$ cat src/cpu_pkg.sv
`default_nettype none

package cpu_pkg;

	localparam int word_width = 32;
	localparam int imm_width  = 19;     // constant field c
	localparam int num_regs   = 16;

	typedef logic [word_width-1:0] word_t;
	typedef logic [3:0]            reg_idx_t;

	// five-bit major opcode in ir[31:27]
	typedef enum logic [4:0] {
		op_ld   = 5'd0,
		op_ldi  = 5'd1,
		op_st   = 5'd2,
		op_add  = 5'd3,
		op_sub  = 5'd4,
		op_and  = 5'd10,
		op_or   = 5'd11,
		op_addi = 5'd12,
		op_andi = 5'd13,
		op_ori  = 5'd14,
		op_neg  = 5'd17,
		op_not  = 5'd18,
		op_br   = 5'd19,    // condition in ir[20:19]
		op_in   = 5'd22,
		op_out  = 5'd23,
		op_nop  = 5'd26,
		op_halt = 5'd27
	} opcode_t;

	typedef enum logic [2:0] {
		alu_add, alu_sub, alu_and, alu_or, alu_neg, alu_not, alu_pass_b
	} alu_op_t;

	typedef enum logic [1:0] {
		cond_zero = 2'd0,
		cond_nonzero = 2'd1,
		cond_positive = 2'd2,
		cond_negative = 2'd3
	} cond_t;

	// register writeback source select
	localparam logic [1:0] src_alu = 2'd0;
	localparam logic [1:0] src_mem = 2'd1;
	localparam logic [1:0] src_in  = 2'd2;

	typedef enum logic [2:0] {
		fetch_addr, fetch_wait, fetch_ir, decode, execute, mem_wait, writeback, halted_s
	} ctrl_state_t;

endpackage

`default_nettype wire

$ cat src/control_unit.sv
`timescale 1ns/1ps
`default_nettype none

module control_unit (
	input  logic             clock,
	input  logic             reset,
	input  cpu_pkg::opcode_t opcode,
	input  logic             cond_true,
	output logic             ld_mar_pc,
	output logic             ld_mar_ea,
	output logic             ld_ir,
	output logic             ld_mdr,
	output logic             ld_pc_branch,
	output logic             ld_out,
	output logic             reg_write,
	output logic [1:0]       reg_src,
	output cpu_pkg::alu_op_t alu_op,
	output logic             mem_read,
	output logic             mem_write,
	output logic             halted
);
	import cpu_pkg::*;

	ctrl_state_t state;
	ctrl_state_t next_state;
	logic        writes_alu;   // result goes back through the alu path

	always_comb begin
		case (opcode)
			op_ldi, op_add, op_sub, op_and, op_or,
			op_addi, op_andi, op_ori, op_neg, op_not: writes_alu = 1'b1;
			default: writes_alu = 1'b0;
		endcase
	end

	// opcode to alu function
	always_comb begin
		case (opcode)
			op_sub:          alu_op = alu_sub;
			op_and, op_andi: alu_op = alu_and;
			op_or, op_ori:   alu_op = alu_or;
			op_neg:          alu_op = alu_neg;
			op_not:          alu_op = alu_not;
			op_ldi:          alu_op = alu_pass_b;
			default:         alu_op = alu_add;    // add, addi
		endcase
	end

	always_ff @(posedge clock) begin
		if (reset) begin
			state <= fetch_addr;
		end else begin
			state <= next_state;
		end
	end

	always_comb begin
		next_state = state;
		case (state)
			fetch_addr: next_state = fetch_wait;
			fetch_wait: next_state = fetch_ir;
			fetch_ir:   next_state = decode;
			decode:     next_state = (opcode == op_halt) ? halted_s : execute;
			execute: begin
				if (opcode == op_ld) begin
					next_state = mem_wait;
				end else if (writes_alu) begin
					next_state = writeback;
				end else begin
					next_state = fetch_addr;   // st, br, in, out, nop, unknown
				end
			end
			mem_wait:   next_state = writeback;
			writeback:  next_state = fetch_addr;
			halted_s:   next_state = halted_s;     // only reset leaves
			default:    next_state = fetch_addr;
		endcase
	end

	// outputs decoded from state, with the ir opcode as qualifier
	always_comb begin
		ld_mar_pc    = 1'b0;
		ld_mar_ea    = 1'b0;
		ld_ir        = 1'b0;
		ld_mdr       = 1'b0;
		ld_pc_branch = 1'b0;
		ld_out       = 1'b0;
		reg_write    = 1'b0;
		reg_src      = src_alu;
		mem_read     = 1'b0;
		mem_write    = 1'b0;
		case (state)
			fetch_addr: ld_mar_pc = 1'b1;   // mar <= pc, pc + 1
			fetch_wait: mem_read = 1'b1;
			fetch_ir:   ld_ir = 1'b1;
			decode:     ld_mar_ea = (opcode == op_ld) || (opcode == op_st);
			execute: begin
				mem_read     = (opcode == op_ld);
				mem_write    = (opcode == op_st);
				ld_pc_branch = (opcode == op_br) && cond_true;
				ld_out       = (opcode == op_out);
				reg_write    = (opcode == op_in);
				reg_src      = (opcode == op_in) ? src_in : src_alu;
			end
			mem_wait:   ld_mdr = 1'b1;      // read data valid now
			writeback: begin
				reg_write = 1'b1;
				reg_src   = (opcode == op_ld) ? src_mem : src_alu;
			end
			default: ;
		endcase
	end

	assign halted = (state == halted_s);

	// once halted the cpu stays put and touches no state
	a_halt_quiet: assert property (@(posedge clock) disable iff (reset)
		halted |=> halted && !mem_write && !reg_write)
		else $error("control_unit: activity after halt");

endmodule

`default_nettype wire

$ cat config.mk
export PLATFORM = sky130hd
export DESIGN_NAME = control_unit
export DESIGN_NICKNAME = d
export VERILOG_FILES = /design/src/cpu_pkg.sv /design/src/control_unit.sv
export SDC_FILE = /design/constraint.sdc
export NUM_CORES = 1
export LEC_CHECK = 0
export BUFFER_PORTS_ARGS = -buffer_cell sky130_fd_sc_hd__buf_2
export CORE_UTILIZATION = 40
export DETAILED_ROUTE_END_ITERATION = 16
export PLACE_DENSITY = 0.72
export SYNTH_ARGS = -nofsm -noshare
export SYNTH_HDL_FRONTEND = slang
export SYNTH_SLANG_ARGS = --single-unit
$ cat constraint.sdc
create_clock -name clock -period 1.2 [get_ports clock]
set_input_delay 0.18 -clock clock [delete_from_list [all_inputs] [get_ports clock]]
set_output_delay 0.18 -clock clock [all_outputs]
set_load 0.01 [all_outputs]
=== Word-level counts from Yosys, hierarchy flattened ===
Memory sizes are Yosys's and may differ from the RTL's.
Cells that the tools add are included.

* Output and inout port bits: 15
* Logic and storage cells: 35
* Bits in registers: 3
* Memories kept: 2
* ROM bits: 128
* Input port bits: 8

{| class="wikitable"
|+ Memories
! memory !! depth !! width !! read ports !! clocked after memory_dff !! write ports !! line !! source
|-
| (no name shown) || 32 || 3 || 1 || 0 || 0 || control_unit.sv:38 || <nowiki>case (opcode)</nowiki>
|-
| (no name shown) || 32 || 1 || 1 || 0 || 0 || control_unit.sv:29 || <nowiki>case (opcode)</nowiki>
|}

* Reductions and logical operators: 4
* Mux-type cells: 16
* Equal/unequal tests: 12

{| class="wikitable"
|+ Operators by type and width
! operator !! count
|-
| 3-bit case mux with 8 select lines || 1
|-
| 5-bit equality test, second input constant || 4
|-
| 3-bit equality test, second input constant || 4
|-
| 1-bit 2-to-1 mux || 8
|-
| 3-bit by 2-bit equality test with 1-bit output, second input constant || 2
|-
| 3-bit 2-to-1 mux || 2
|-
| 5-bit by 2-bit equality test with 1-bit output, second input constant || 1
|-
| 5-bit zero test || 1
|-
| 2-bit 2-to-1 mux || 2
|-
| 1-bit case mux with 2 select lines || 2
|-
| 2-bit case mux with 2 select lines || 1
|-
| 3-bit by 1-bit equality test with 1-bit output, second input constant || 1
|-
| 3-bit zero test || 1
|-
| 1-bit logical AND || 1
|-
| 1-bit logical OR || 1
|}

=== Logic depth before layout (Yosys ltp) ===
An unclocked memory read counts as a cell.

* Depth after elaboration: 4
* Gate-level depth with buffers: 6
* Mapped depth without buffers: 6

=== Worst setup path after synthesis ===
Ideal clock, no wire load.

* Path type: flip-flop to output port
* From: reg state[2]
* To: out reg_src[1]
* Buffers on the path: 0
* Path slack: -0.049 ns
* Arrival: 1.069 ns
* Stages on the path, launching flop included: 5
* Path through: dfxtp_1 > nand2b_1 > nor2_2 > nand3_1 > nor3b_1

* Longest elaborated chain between the ends: 2
* Elaborated cells between the ends (all ways): 3
* Classes of those cells: eq/ne (2); mux (1)

{| class="wikitable"
|+ RTL lines
! element !! line !! source
|-
| from (decl) || control_unit.sv:24 || <nowiki>ctrl_state_t state;</nowiki>
|-
| from (signal assigned) || control_unit.sv:51 || <nowiki>state <= fetch_addr;</nowiki>
|-
| from (signal assigned) || control_unit.sv:53 || <nowiki>state <= next_state;</nowiki>
|-
| 3-bit equality test || control_unit.sv:92 || <nowiki>case (state)</nowiki>
|-
| 2-bit case mux with 2 select lines (*) || control_unit.sv:92 ||
|-
| to (decl) || control_unit.sv:16 || <nowiki>output logic [1:0] reg_src,</nowiki>
|}

Every way passes the cells marked *; elsewhere a longest branch is shown, timed or not.

=== Worst setup path after layout ===
* From: reg state[0]
* To: out reg_src[1]

The elaborated chain is that of the path after synthesis.

==> impl_metrics.yaml <==
clocking:
  cts_tree: "done"
  cts_hold_repair.buffers: 0
  htree_levels: 1
  clock_path_buffers: 2
  numClockSinks: 3
  clk_pin_slew_ps: 40
  clockRootBuffer: "clkbuf_4"
  cts_buffers: 3
  clock_latency_ps: 250
routing:
  firstDrtPassIters: 4
  avgRoutedWirePerCell_um: 21.4
  postRouteAntennaNets: 0
  drt-total-wl_um: 2870
  drt_first_iter_violations: 65
  num_vias: 864
  drc: 0
  vias_per_cell: 6.45
worst_setup_path:
  end_kind: "primary output"
  timing.rr.start: "state[0]"
  worstSetupPathType: "flop to primary output"
  critPathLaunchType: "flop"
  crit_start: "state[0]"
  worst_ep_required_time_ps: 1020
  cp_max_fo: 2
  crit_arrival_ps: 1270
placement:
  pre_cts_ws_ps: -229
  port_buffers: 22
  placed_cell_area_um2: 818
  gp_congestion: 0.785
  place_hpwl_um: 1240
hold_path:
  hold_start: "reset"
  hp-class: "input pin to flop"
yosys:
  synth-seq-area-share_pct: 11.6
  synth.ff_latch_count: 3
  synthesis.area_um2: 519
  syn_inst: 72
  ys.flop_type: "dfxtp_1"
  synth_area_leaders: "ha_1, dfxtp_1, nor2_1, nand3_1, mux4_2"
  synthDistinctLibCells: 32
  synth_edf_count: 0
  synth_common_cells: "nor2_1, nand3_1, ha_1, nand2_1"
  synthArstFlopShare_pct: 0
  yosys.area.top_type: "ha_1"
  synth_top_area_share_pct: 12.0
  yosys_warnings: 0
  yosysMostFrequentCell: "nor2_1"
  syn_nets: 85
  syn_area_per_cell_um2: 7.21
global_routing:
  grt_max_degree: 11
  grt_overflow: 0
  antenna_found_initial: 0
  grt_usage_pct: 35.0
  grt_first_pass_wirelength_um: 3380
  grt_pass1_vias: 727
cells_and_area:
  syn_to_final_growth_pct: 113
  fin_nets: 134
  drive_gt1_share_pct: 72.5
  fin_area_mm2: 0.00110
  top_register: "state"
  top_regs: "state (3)"
  largest_reg_flops: 3
  antenna_cells: 0
  n_fill_cell: 29
  finish.utilization_pct: 95.6
status:
  violations: "setup timing"
  outcome: "complete, but fails checks"
pwr:
  power.total_uw: 777
  p_leak_nw: 0.489
  power_density_mw_per_mm2: 703
  peakVddDrop_mv: 0.922
sta:
  setup_ws_ps: -248
  tightest_slew_ps: 277
  hold_viol: 0
  min_period_ps: 1450
  maxSlewViolCount: 0
  setup_viol: 17
  clock.fmax_mhz: 691
  max_slew_margin_pct: 81.6
  skew_ps: 3.10
  fin_crit_sh_pct: 121
  rsz0062_at_grt: "true"
floorplanning:
  dieHeight_um: 38.0
  start_util_pct: 44.9
  die_area_mm2: 0.00145
  fp.dieW_um: 38.0
  rows: 12
  fp.coreArea_mm2: 0.00116
  ios: 23
run:
  max_cap_violations: 0
stage by stage:
step	TNS [ps]	hold WS, ps	std cells
global placement	-825	381	124
detailed placement	-1170	388	124
global route	-2710	141	134
finish	-2260	133	134
CTS	-1250	147	131
floorplan	-12.1	246	72
metal layers:
metal  up-vias  routed length [µm]  global-route usage [%]
met1       408                1090                    40.9
met2        90                1390                    57.6
met3        12                 314                    12.2
met4         0                  83                    13.4
met5         -                   0                       0
li1        354                   -                       -
cell type report:
type,instances,area (µm²),share of cell area [%]
repair buffers,49,388,35.1
well taps,14,17.5,1.59
multi-input cells,60,578,52.3
flip-flops and latches,3,67.6,6.12
inverters,4,27.5,2.49
clock buffers,4,26.3,2.38
placed cells by master (no fill, tap or decap), types with 2 or more instances in the layout:
| master | netlist | final |
|---|---|---|
| a21oi_1 | 4 | 2 |
| buf_12 | 0 | 3 |
| nand2_1 | 5 | 3 |
| nand3_2 | 0 | 3 |
| nand2_2 | 0 | 2 |
| o21ai_2 | 0 | 2 |
| buf_6 | 0 | 6 |
| a21oi_2 | 0 | 2 |
| clkbuf_4 | 0 | 3 |
| ha_4 | 0 | 5 |
| nor2_1 | 10 | 10 |
| nor3b_2 | 1 | 2 |
| nand3_1 | 6 | 3 |
| nand2b_1 | 3 | 2 |
| buf_2 | 4 | 19 |
| buf_4 | 1 | 20 |
| dfxtp_4 | 0 | 2 |
| nor3_2 | 0 | 2 |
worst max-delay path, cell delays in order, from the launching register on:
cell and delay, ps:
dfxtp_1 310, nand2b_4 150, nor2_4 100, nand3_2 100, nor3b_2 190, buf_2 170
cell families (layout without fill, tap and decap cells):
logic type,after synthesis,after routing,share of synthesized area [%]
mux,3,3,8.43
fa+ha+maj,5,5,12.0
flops,3,3,11.6
compound gates,12,12,14.0
buf+inv,9,57,8.19
simple gates,40,40,45.8
report_power, final:
part / switching, mW / leakage (nW) / total, mW / internal (mW)
Clock: 0.0688 / 0.0150 / 0.194 / 0.126
Sequential: 0.0181 / 0.0262 / 0.131 / 0.113
Combinational: 0.230 / 0.448 / 0.452 / 0.221
path summary, 6_finish.rpt:
kind / slack [ps] / endpoint / depth (start not counted)
min: 130 / state[2] / 2
max reg2reg: -140 / state[1] / 4
max: -250 / reg_src[1] / 5
min reg2reg: 720 / state[2] / 3
timing repair:
item                       4_1_cts  5_1_grt
setup buffers                    3        3
gates resized for setup         33       17
gates cloned                     0        0
setup endpoints to repair       15       17
pin swaps                       15       12
(Power assumes the default switching activity.)
